$ cat config.mk
export PLATFORM = sky130hd
export DESIGN_NAME = hist_top
export DESIGN_NICKNAME = d
export VERILOG_FILES = /design/src/hist_pkg.sv /design/src/hist_top.sv /design/src/bin_merge.sv /design/src/hist_bank.sv /design/src/dp_sram.sv
export VERILOG_INCLUDE_DIRS = /design/src
export SDC_FILE = /design/constraint.sdc
export NUM_CORES = 2
export LEC_CHECK = 0
export ABC_AREA = 1
export BUFFER_PORTS_ARGS = -buffer_cell sky130_fd_sc_hd__buf_2
export CAP_MARGIN = 15
export CORE_AREA = 2 2 448 450
export DETAILED_ROUTE_END_ITERATION = 12
export DIE_AREA = 0 0 450 452
export GPL_ROUTABILITY_DRIVEN = 0
export PLACE_DENSITY_LB_ADDON = 0.25
export RECOVER_POWER = 25
export SKIP_LAST_GASP = 1
export SLEW_MARGIN = 20
export SYNTH_ARGS = -nofsm -noshare
export SYNTH_HDL_FRONTEND = slang
export SYNTH_SLANG_ARGS = --single-unit
$ cat constraint.sdc
create_clock -name clk_a -period 5.1 [get_ports clk_a]
set_input_delay 0.255 -clock clk_a [delete_from_list [all_inputs] [get_ports clk_a]]
set_output_delay 0.255 -clock clk_a [all_outputs]
set_load 0.005 [all_outputs]
$ cat src/hist_params.svh
/*
 * Size macros for the two-lane histogram engine.
 * Include this header in every RTL file and in the package.
 * The bin index width sets the number of bins and the length of the clear sweep.
 * The count width is one bank's counter width. The merged total is one bit wider.
 */
`ifndef HIST_PARAMS_SVH
`define HIST_PARAMS_SVH

// bin index width, 64 bins
`define HIST_BIN_BITS 6

// one bank's counter width, wraps at the top
`define HIST_COUNT_BITS 18

`define HIST_NUM_BINS (1 << `HIST_BIN_BITS)  // bins per bank and clear sweep length

`endif
$ cat src/hist_pkg.sv
/*
 * Shared types for the histogram engine.
 * Widths come from the size header. Refer to the names by scope,
 * for example hist_pkg::bin_t.
 */
`include "hist_params.svh"

package hist_pkg;

	typedef logic [`HIST_BIN_BITS-1:0]   bin_t;    // bin index
	typedef logic [`HIST_COUNT_BITS-1:0] count_t;  // one bank's count
	typedef logic [`HIST_COUNT_BITS:0]   total_t;  // sum of two banks, no overflow

	typedef struct packed {
		logic valid;  // one-cycle sample strobe
		bin_t bin;
	} lane_t;

	typedef struct packed {
		logic   valid;  // bank answered a host read
		count_t count;
	} bank_result_t;

	typedef struct packed {
		logic   valid;
		total_t total;  // both lanes added
	} read_result_t;

	typedef enum logic {BANK_IDLE, BANK_CLEAR} bank_state_t;

endpackage

$ cat src/hist_top.sv
/*
 * Top level of the two-lane histogram engine.
 * lane0 feeds bank 0 and lane1 feeds bank 1. Both banks share clear,
 * rd_en and rd_bin. The merge stage returns the summed count on result
 * two cycles after rd_en. busy is high while either bank is clearing.
 */
`timescale 1ns/1ps
`include "hist_params.svh"

module hist_top (
	input  logic                    clk_a,
	input  logic                    reset,
	input  logic                    clear,
	input  hist_pkg::lane_t         lane0,
	input  hist_pkg::lane_t         lane1,
	input  logic                    rd_en,
	input  hist_pkg::bin_t          rd_bin,
	output logic                    busy,
	output hist_pkg::read_result_t  result
);

	hist_pkg::bank_result_t bank0_result;
	hist_pkg::bank_result_t bank1_result;
	logic busy0;
	logic busy1;

	hist_bank u_bank0 (
		.clk_a       (clk_a),
		.reset       (reset),
		.clear       (clear),
		.lane        (lane0),
		.rd_en       (rd_en),
		.rd_bin      (rd_bin),
		.busy        (busy0),
		.bank_result (bank0_result)
	);

	hist_bank u_bank1 (
		.clk_a       (clk_a),
		.reset       (reset),
		.clear       (clear),
		.lane        (lane1),
		.rd_en       (rd_en),
		.rd_bin      (rd_bin),
		.busy        (busy1),
		.bank_result (bank1_result)
	);

	bin_merge u_merge (
		.clk_a  (clk_a),
		.reset  (reset),
		.bank0  (bank0_result),
		.bank1  (bank1_result),
		.busy0  (busy0),
		.busy1  (busy1),
		.busy   (busy),
		.result (result)
	);

endmodule

$ cat src/bin_merge.sv
/*
 * Merge stage for the two histogram banks.
 * Registers the sum of both bank counts, so result is valid one cycle
 * after the banks answer, two cycles after rd_en.
 * busy is the OR of both bank busy levels.
 */
`timescale 1ns/1ps
`include "hist_params.svh"

module bin_merge (
	input  logic                    clk_a,
	input  logic                    reset,
	input  hist_pkg::bank_result_t  bank0,
	input  hist_pkg::bank_result_t  bank1,
	input  logic                    busy0,
	input  logic                    busy1,
	output logic                    busy,
	output hist_pkg::read_result_t  result
);

	logic             res_valid;
	hist_pkg::total_t res_total;  // payload, held between reads

	always_ff @(posedge clk_a) begin
		if (reset)
			res_valid <= 1'b0;
		else
			res_valid <= bank0.valid && bank1.valid;  // both banks answered
	end

	always_ff @(posedge clk_a) begin
		if (bank0.valid)
			res_total <= hist_pkg::total_t'(bank0.count) + hist_pkg::total_t'(bank1.count);
	end

	assign result = '{valid: res_valid, total: res_total};
	assign busy   = busy0 | busy1;

	// banks see the same rd_en and clear, so they answer together
	a_valid_agree: assert property (
		@(posedge clk_a) disable iff (reset) bank0.valid == bank1.valid
	) else $error("bin_merge bank valid bits disagree");

endmodule

$ cat src/hist_bank.sv
/*
 * One lane's histogram bank.
 * A clear pulse starts a sweep that writes zero to every bin. busy is high for the whole sweep.
 * When idle, a lane sample reads its bin, adds one and writes it back on the next cycle.
 * A bypass register feeds the last write-back to the next access of the same bin.
 * A host read takes the read port and answers on bank_result one cycle later.
 * Samples during busy, on the clear cycle or with rd_en high are dropped.
 */
`timescale 1ns/1ps
`include "hist_params.svh"

module hist_bank (
	input  logic                    clk_a,
	input  logic                    reset,
	input  logic                    clear,
	input  hist_pkg::lane_t         lane,
	input  logic                    rd_en,
	input  hist_pkg::bin_t          rd_bin,
	output logic                    busy,
	output hist_pkg::bank_result_t  bank_result
);

	hist_pkg::bank_state_t state;
	hist_pkg::bin_t        sweep_addr;  // next bin to zero

	logic host_go;    // host read accepted
	logic sample_go;  // lane sample accepted

	logic           s1_valid;  // access in flight, read data due now
	logic           s1_host;   // in-flight access is a host read
	hist_pkg::bin_t s1_bin;

	logic             wb_valid;  // write-back done last cycle
	hist_pkg::bin_t   wb_bin;
	hist_pkg::count_t wb_data;

	logic             wb_en;
	hist_pkg::count_t base;       // current count of s1_bin
	hist_pkg::count_t inc_value;

	logic             ram_wr_en;
	hist_pkg::bin_t   ram_wr_addr;
	hist_pkg::count_t ram_wr_data;
	logic             ram_rd_en;
	hist_pkg::bin_t   ram_rd_addr;
	hist_pkg::count_t ram_rd_data;

	assign busy      = (state == hist_pkg::BANK_CLEAR);
	assign host_go   = rd_en && !busy;
	assign sample_go = lane.valid && !rd_en && !clear && !busy;  // host read wins the port

	// clear sweep FSM
	always_ff @(posedge clk_a) begin
		if (reset) begin
			state      <= hist_pkg::BANK_IDLE;
			sweep_addr <= '0;
		end else begin
			case (state)
				hist_pkg::BANK_IDLE: begin
					if (clear) begin
						state      <= hist_pkg::BANK_CLEAR;
						sweep_addr <= '0;
					end
				end
				hist_pkg::BANK_CLEAR: begin
					sweep_addr <= sweep_addr + 1'b1;
					if (sweep_addr == hist_pkg::bin_t'(`HIST_NUM_BINS - 1))
						state <= hist_pkg::BANK_IDLE;  // last bin zeroed
				end
				default: state <= hist_pkg::BANK_IDLE;
			endcase
		end
	end

	assign ram_rd_en   = host_go || sample_go;
	assign ram_rd_addr = rd_en ? rd_bin : lane.bin;

	// pipeline control
	always_ff @(posedge clk_a) begin
		if (reset) begin
			s1_valid <= 1'b0;
			wb_valid <= 1'b0;
		end else begin
			s1_valid <= ram_rd_en;
			wb_valid <= wb_en;
		end
	end

	// pipeline payload
	always_ff @(posedge clk_a) begin
		s1_bin  <= ram_rd_addr;
		s1_host <= rd_en;
		wb_bin  <= s1_bin;   // remember last write for forwarding
		wb_data <= inc_value;
	end

	// RAM read raced last cycle's write, so take the bypass on a match
	assign base      = (wb_valid && wb_bin == s1_bin) ? wb_data : ram_rd_data;
	assign inc_value = base + 1'b1;  // wraps at the top
	assign wb_en     = s1_valid && !s1_host;

	// write port owned by the sweep while clearing
	always_comb begin
		if (busy) begin
			ram_wr_en   = 1'b1;
			ram_wr_addr = sweep_addr;
			ram_wr_data = '0;
		end else begin
			ram_wr_en   = wb_en;
			ram_wr_addr = s1_bin;
			ram_wr_data = inc_value;
		end
	end

	assign bank_result = '{valid: s1_valid && s1_host, count: base};

	dp_sram u_sram (
		.clk_a   (clk_a),
		.wr_en   (ram_wr_en),
		.wr_addr (ram_wr_addr),
		.wr_data (ram_wr_data),
		.rd_en   (ram_rd_en),
		.rd_addr (ram_rd_addr),
		.rd_data (ram_rd_data)
	);

	// a strobe on a clear or busy cycle never becomes a write-back
	a_no_count_busy: assert property (
		@(posedge clk_a) disable iff (reset)
		((busy || clear) && lane.valid) |=> !wb_en
	) else $error("hist_bank counted a sample during clear");

	a_no_wb_in_sweep: assert property (
		@(posedge clk_a) disable iff (reset) busy |-> !wb_en
	) else $error("hist_bank write-back collided with sweep write");

endmodule

$ cat src/dp_sram.sv
/*
 * Generic inferred dual-port SRAM with one write port and one read port.
 * The write lands at the clock edge where wr_en is presented.
 * Read data appears on rd_data one cycle after rd_en and holds until the next read.
 * A read of the address being written in the same cycle returns the old word.
 * Depth and width come from the size header.
 */
`timescale 1ns/1ps
`include "hist_params.svh"

module dp_sram (
	input  logic              clk_a,
	input  logic              wr_en,
	input  hist_pkg::bin_t    wr_addr,
	input  hist_pkg::count_t  wr_data,
	input  logic              rd_en,
	input  hist_pkg::bin_t    rd_addr,
	output hist_pkg::count_t  rd_data
);

	hist_pkg::count_t mem [`HIST_NUM_BINS];  // storage array, no reset
	hist_pkg::count_t dout;                  // registered read word

	// write port
	always_ff @(posedge clk_a) begin
		if (wr_en)
			mem[wr_addr] <= wr_data;
	end

	// read port, read-first on a collision
	always_ff @(posedge clk_a) begin
		if (rd_en)
			dout <= mem[rd_addr];
	end

	assign rd_data = dout;

	// addresses must be clean whenever their port is enabled
	a_wr_addr_known: assert property (
		@(posedge clk_a) wr_en |-> !$isunknown(wr_addr)
	) else $error("dp_sram write address unknown");

	a_rd_addr_known: assert property (
		@(posedge clk_a) rd_en |-> !$isunknown(rd_addr)
	) else $error("dp_sram read address unknown");

endmodule

== Word-level counts from Yosys, hierarchy flattened ==
Memory sizes are Yosys's and may differ from the RTL's. A register that Yosys moved wholly into a read port is not among the register bits.
Index checks and enable logic that the tools add are counted.

* Reduce and logical (&&, ||, !) cells: 22
* Bitwise gates (word level): 3
* Mux-type cells: 22
* Eq/ne operators: 6
* Add/sub/neg operators: 5

{| class="wikitable"
|+ Operators by type and width
! kind !! count
|-
| $mux W18 || 4
|-
| $add A18 B1 Y18 const B || 2
|-
| $mux W6 || 5
|-
| $pmux W6 S2 || 2
|-
| $add A18 B18 Y19 || 1
|-
| $logic_and A1 B1 Y1 || 15
|-
| $add A6 B1 Y6 const B || 2
|-
| $eq A6 B6 Y1 || 2
|-
| $eq A6 B6 Y1 const B || 2
|-
| $mux W1 || 9
|-
| $logic_not A1 Y1 || 5
|-
| $ne A2 B2 Y1 const B || 2
|-
| $pmux W1 S2 || 2
|-
| $logic_or A1 B1 Y1 || 2
|-
| $not A1 Y1 || 2
|-
| $or A1 B1 Y1 || 1
|}

* Register bits: 99
* Output and inout bits: 21
* RAM bits: 2,304
* Memories: 2
* Input bits: 24
* Logic and storage cells: 77

{| class="wikitable"
|+ Memories
! name !! words !! width !! read ports !! clocked after Yosys merged registers in !! wr ports !! RTL line !! source
|-
| u_bank0.u_sram.mem || 64 || 18 || 1 || 1 || 1 || dp_sram.sv:21 || <nowiki>hist_pkg::count_t mem [`HIST_NUM_BINS];</nowiki>
|-
| u_bank1.u_sram.mem || 64 || 18 || 1 || 1 || 1 || dp_sram.sv:21 ||
|}

== Longest topological paths before layout ==
* Depth in word-level cells: 5
* Depth in mapped cells: 24
* Depth with buffers taken out: 23

== Modules after synthesis ==
Synthesis repeated with hierarchy kept, for this count alone.

* Cell total of the unflattened synthesis: 8,819
* Area, all modules: 101,572.4 µm²

{| class="wikitable"
|+ By module, submodules not included
! module !! sequential area each (µm²) !! cells each !! area an instance (µm²) !! instances
|-
| dp_sram || 35,133.7 || 3,942 || 47,605.7 || 2
|-
| hist_bank at u_bank0 || 800.8 || 377 || 2,464.9 || 1
|-
| hist_bank at u_bank1 || 800.8 || 348 || 2,285.9 || 1
|-
| bin_merge || 590.6 || 210 || 1,610.3 || 1
|}

== Least setup slack after synthesis ==
OpenSTA, ideal clock, no wires.

* Path type: reg2reg
* Start point: reg u_bank0.s1_bin[1]
* End point: mem u_bank0.u_sram.mem[0][10] (netlist name) (data pin)
* Arrival: 3.567 ns
* Slack: 1.034 ns
* Data required time: 4.601 ns
* Setup time: 0.499 ns
* Buffers on the path: 1
* Stages on the path, launching flop included: 18
* Cells stage by stage: dfxtp_1 inv_1 nand2_1 nand2_1 inv_1 nand2_1 nor2_2 nand2_2 buf_2 nand2_1 o21ai_0 inv_1 ha_1 nand3_1 nor3_2 nand2_1 xor2_1 nor2_1

* Cells in the longest elaborated chain, start to end: 5

{| class="wikitable"
|+ Ends and longest elaborated chain
! element !! RTL line !! source
|-
| start, declared || hist_bank.sv:31 || <nowiki>hist_pkg::bin_t s1_bin;</nowiki>
|-
| start signal, assigned || hist_bank.sv:91 || <nowiki>s1_bin <= ram_rd_addr;</nowiki>
|-
| $eq A6 B6 Y1 || hist_bank.sv:98 || <nowiki>assign base = (wb_valid && wb_bin == s1_bin) ? wb_data : ram_rd_data;</nowiki>
|-
| $logic_and A1 B1 Y1 || hist_bank.sv:98 ||
|-
| $mux W18 || hist_bank.sv:98 ||
|-
| $add A18 B1 Y18 || hist_bank.sv:99 || <nowiki>assign inc_value = base + 1'b1;</nowiki>
|-
| $mux W18 || hist_bank.sv:104 || <nowiki>if (busy) begin</nowiki>
|-
| named net u_bank0.ram_wr_data[10] || hist_bank.sv:43 || <nowiki>hist_pkg::count_t ram_wr_data;</nowiki>
|-
| end, declared || dp_sram.sv:21 ||
|}

The timed path passes the listed nets, and every way through them passes these cells.

== Final worst setup path ==
* Start point: in rd_en
* End point: reg u_bank1.u_sram.dout[3], in the netlist u_bank1.u_sram.rd_data[3], read port of u_bank1.u_sram.mem (data pin)

* Cells in the longest elaborated chain, start to end: 5
* Elaborated cells on any way between the ends: 7
* Those cells by class: mux (1); reduce/logical (6)

{| class="wikitable"
|+ Ends and longest elaborated chain
! element !! RTL line !! source
|-
| start, declared || hist_top.sv:16 || <nowiki>input logic rd_en,</nowiki>
|-
| $logic_not A1 Y1 || hist_bank.sv:50 || <nowiki>assign sample_go = lane.valid && !rd_en && !clear && !busy;</nowiki>
|-
| $logic_and A1 B1 Y1 (3 in a row) || hist_bank.sv:50 ||
|-
| $logic_or A1 B1 Y1 || hist_bank.sv:75 || <nowiki>assign ram_rd_en = host_go || sample_go;</nowiki>
|-
| end, declared || dp_sram.sv:22 || <nowiki>hist_pkg::count_t dout;</nowiki>
|}

Parallel ways exist; a longest one is shown, timed or not.
A chain may end at the register's enable or synchronous reset.

==> impl_table.tex <==
\begin{tabular}{lr}
\hline
Metric & Value \\
\hline
\multicolumn{2}{l}{\textbf{Critical path}} \\
Setup CP Type & input port to flip-flop \\
Data arrival time of the worst path & 5.29 ns \\
Worst Path Max Fanout & 19 \\
Critical Path End Type & flip-flop \\
Data required, critical path & 5.71 ns \\
Setup crit start kind & input port \\
\multicolumn{2}{l}{\textbf{Drt}} \\
ANT nets after route & 0 \\
Total routed wirelength & 273,000 um \\
Via Count & 63,400 \\
Average wire per standard cell & 26.5 um \\
Detailed router's first-iteration violation count & 8,728 \\
Number of detailed-routing iterations run before antenna repair & 8 \\
DR DRC count & 0 \\
Vias per std cell & 6.16 \\
\multicolumn{2}{l}{\textbf{STA}} \\
Unrepaired setup endpoints after global routing & no \\
Relative slew margins & -0.574 \\
Final Setup Violations & 0 \\
Number of hold violations in the final report & 0 \\
Worst path setup slack after routing & 0.418 ns \\
Final worst clock skew & 0.0475 ns \\
Time the worst path needs with I/O delays and setup & 4.68 ns \\
Summed negative setup slack over all endpoints & 0 ns \\
Max-slew violation count & 518 \\
Maximum clock frequency & 0.214 GHz \\
Slew at the pin with the worst max-slew slack & 2.36 ns \\
Final period util & 0.918 \\
\multicolumn{2}{l}{\textbf{Global routing}} \\
Maximum number of pins on one net before global-route repair & 146 \\
Layer with the highest usage & met1 \\
Vias in the first global route & 59,400 \\
Met3 capacity usage during global routing & 0.0563 \\
Leftover overflow at the end of global routing & 0 \\
Aggregate global-route resource usage & 0.263 \\
Initial antenna violation count & 14 \\
GRT met2 Usage & 0.381 \\
Global-route wire length before repair & 399,000 um \\
Met1 Track Usage GR & 0.398 \\
\multicolumn{2}{l}{\textbf{Placed design}} \\
HPWL reported at the end of detailed placement & 157,000 um \\
Total cell area at the placement stage & 103,000 um2 \\
Placed cell count & 9,842 \\
Placement-stage worst setup slack & 1.02 ns \\
Number of buffer cells added on primary ports & 44 \\
\multicolumn{2}{l}{\textbf{Power and ir drop}} \\
Pwr per Cell Area & 402 nW/um2 \\
Standby leakage power & 0.0353 uW \\
Largest voltage drop on the vdd net & 0.000365 V \\
\multicolumn{2}{l}{\textbf{Synth}} \\
Cell area after synthesis & 98,600 um2 \\
Net count after synthesis & 7,408 \\
Mapped Cells & 7,362 \\
Mean instance size in the synthesized netlist & 13.4 um2 \\
EDFF count, synth & 2,359 \\
Sequential cell area fraction in the yosys report & 0.735 \\
FF+latch count, synth & 2,439 \\
Post-synthesis cell type count & 49 \\
Total of warnings raised by yosys & 0 \\
Top flip-flop cell by instance count after synthesis & edfxtp\_1 \\
Proportion of register bits with asynchronous set or reset after synthesis & 0 \\
\multicolumn{2}{l}{\textbf{Floorplanning}} \\
Die height & 452 um \\
Core area & 199,000 um2 \\
Core Rows & 164 \\
Total die area & 203,000 um2 \\
Effective utilization at floorplan & 0.496 \\
Chip width & 450 um \\
Boundary pin count & 45 \\
\multicolumn{2}{l}{\textbf{Final layout}} \\
Layout overhead on the synthesized area & 11.9\% \\
Final design instance area without fill & 110,000 um2 \\
Layout Nets & 7,476 \\
Share of cells above drive strength 1 & 0.167 \\
Final Instance Count excl. Fillers & 10,300 \\
Number of inserted filler cells in the final layout & 15,900 \\
\multicolumn{2}{l}{\textbf{Clock network}} \\
H-tree depth reported by CTS & 4 \\
CTS buffer count & 232 \\
Hold\_buf cts & 10 \\
Clk buf depth & 3 \\
Clock slew seen by the registers of the worst setup and hold paths & 0.06 ns \\
Clock tree from TritonCTS & done \\
Clock latency reported for the late side of the worst-skew pair & 0.88 ns \\
Buffer type at the clock tree root & clkbuf\_16 \\
Count of cells resized by post-cts repair & 0 \\
Clock sink count & 2,439 \\
Post-CTS setup repair buffer count & 0 \\
\multicolumn{2}{l}{\textbf{Outcome}} \\
Result of the run & complete, but fails checks \\
Failing checks & capacitance limit, slew limit \\
\multicolumn{2}{l}{\textbf{Min path}} \\
Hold/Removal Path Class & input port to flip-flop \\
\multicolumn{2}{l}{\textbf{Job}} \\
Count of max-cap constraint violations & 28 \\
\hline
\end{tabular}
placed cells by master (no fill, tap or decap), types with 7 or more instances in the layout:
master         instances
o32ai_1               26
clkbuf_8               7
nor2_2                91
dlygate4sd3_1         10
nor4_2                 8
nand4_1               23
clkinv_2              53
nor2_1               742
buf_2                 27
clkbuf_16            232
clkbuf_1             133
o21ai_0              982
bufinv_16             14
a21oi_1               34
nand3_1              254
a21oi_4                9
o221ai_1              98
o211ai_1             695
o22ai_1              226
xor2_1                25
o21ai_1               22
nor2_4                35
buf_12                34
buf_4                186
or2_2                524
ha_1                  21
nor3_1                12
edfxtp_1            2359
inv_2                  9
dfxtp_1               80
nand2_1              320
inv_1                212
clkinv_1              54
cell usage after synthesis, types with 21 or more instances:
library cell	instances	area (um2)
inv_1	211	792
dfxtp_1	80	1600
or2_2	524	3280
o21ai_0	981	4910
buf_2	144	721
o22ai_1	226	1410
o32ai_1	26	228
ha_1	21	263
nand2_1	318	1190
clkbuf_1	322	1210
nor2_1	862	3240
xor2_1	25	219
nand4_1	23	144
edfxtp_1	2359	70800
a21oi_1	39	195
o221ai_1	98	858
nand3_1	254	1270
o21ai_1	23	115
o211ai_1	695	5220
per-stage QoR:
stage,total power (uW),hold WS (ns),util
2_1_floorplan,26000,0.283,-
3_3_place_gp,27900,0.355,0.519
3_5_place_dp,28000,0.362,0.520
4_1_cts,44500,0.0262,0.557
5_1_grt,45600,0.0974,0.556
6_report,44300,0.0876,0.556
routing by layer:
layer  part of all wire  vias up  routed length, um
li1                   -    27900                  -
met1               0.43    32000             117000
met2               0.43     3151             118000
met3               0.11      394              29600
met4              0.030        6               8250
met5            0.00018        -                 48
state kept, by name, indices dropped and copies added, names as in the netlist, 6 cells and up:
name                    flops
u_bank1.u_sram.rd_data     18
u_bank1.wb_bin              6
u_bank1.s1_bin              6
u_bank1.sweep_addr          6
u_merge.res_total          19
u_bank1.u_sram.mem       1152
u_bank0.u_sram.mem       1152
u_bank0.s1_bin              6
u_bank0.wb_bin              6
u_bank1.wb_data            18
u_bank0.sweep_addr          6
u_bank0.wb_data            18
u_bank0.u_sram.rd_data     18
final cells by class:
cell class                      count  area (um2)  share of cell area
Sequential cell                  2439       72400               0.656
Multi-Input combinational cell   4189       23700               0.215
Clock buffer                      295        6110              0.0554
Tap cell                         2656        3320              0.0301
Timing Repair Buffer              336        2630              0.0239
Clock inverter                    140        1240              0.0112
Inverter                          232         906             0.00821
Antenna cell                        3        7.51           0.0000680
path summary, 6_finish.rpt:
| check | from | endpoint | slack (ns) | cells after the start |
|---|---|---|---|---|
| setup / recovery | rd_en | u_bank1.u_sram.rd_data[3] | 0.42 | 7 |
| hold / removal | lane0[5] | u_bank0.u_sram.rd_data[2] | 0.09 | 5 |
| setup reg to reg | u_bank1.busy | u_bank1.u_sram.rd_data[16] | 0.61 | 5 |
| hold reg to reg | u_bank0.s1_bin[0] | u_bank0.wb_bin[0] | 0.37 | 0 |
where the power goes:
group,internal (uW),switching (uW)
clock,9210,7440
sequential,22800,135
combinational,1150,3610
cells by family (layout without fill, tap and decap cells):
group,Yosys count,in the layout,share of synthesized area
AO/OA/AOI/OAI,2115,2115,0.134
XOR/XNOR,28,28,0.00249
adder cells (fa/ha/maj),22,22,0.00287
buffers and inverters,734,1003,0.0308
flip-flops,2439,2439,0.735
other,0,3,0
AND/OR/NAND/NOR,2024,2024,0.0954
worst max-delay path: stages:
cell	delay, ns
dlygate4sd3_1	0.53
clkbuf_1	1.10
inv_4	0.33
a21oi_2	0.62
clkinvlp_2	1.56
nand3_1	0.76
nand2_1	0.10
Note: power is estimated with default switching activity, not from simulation.
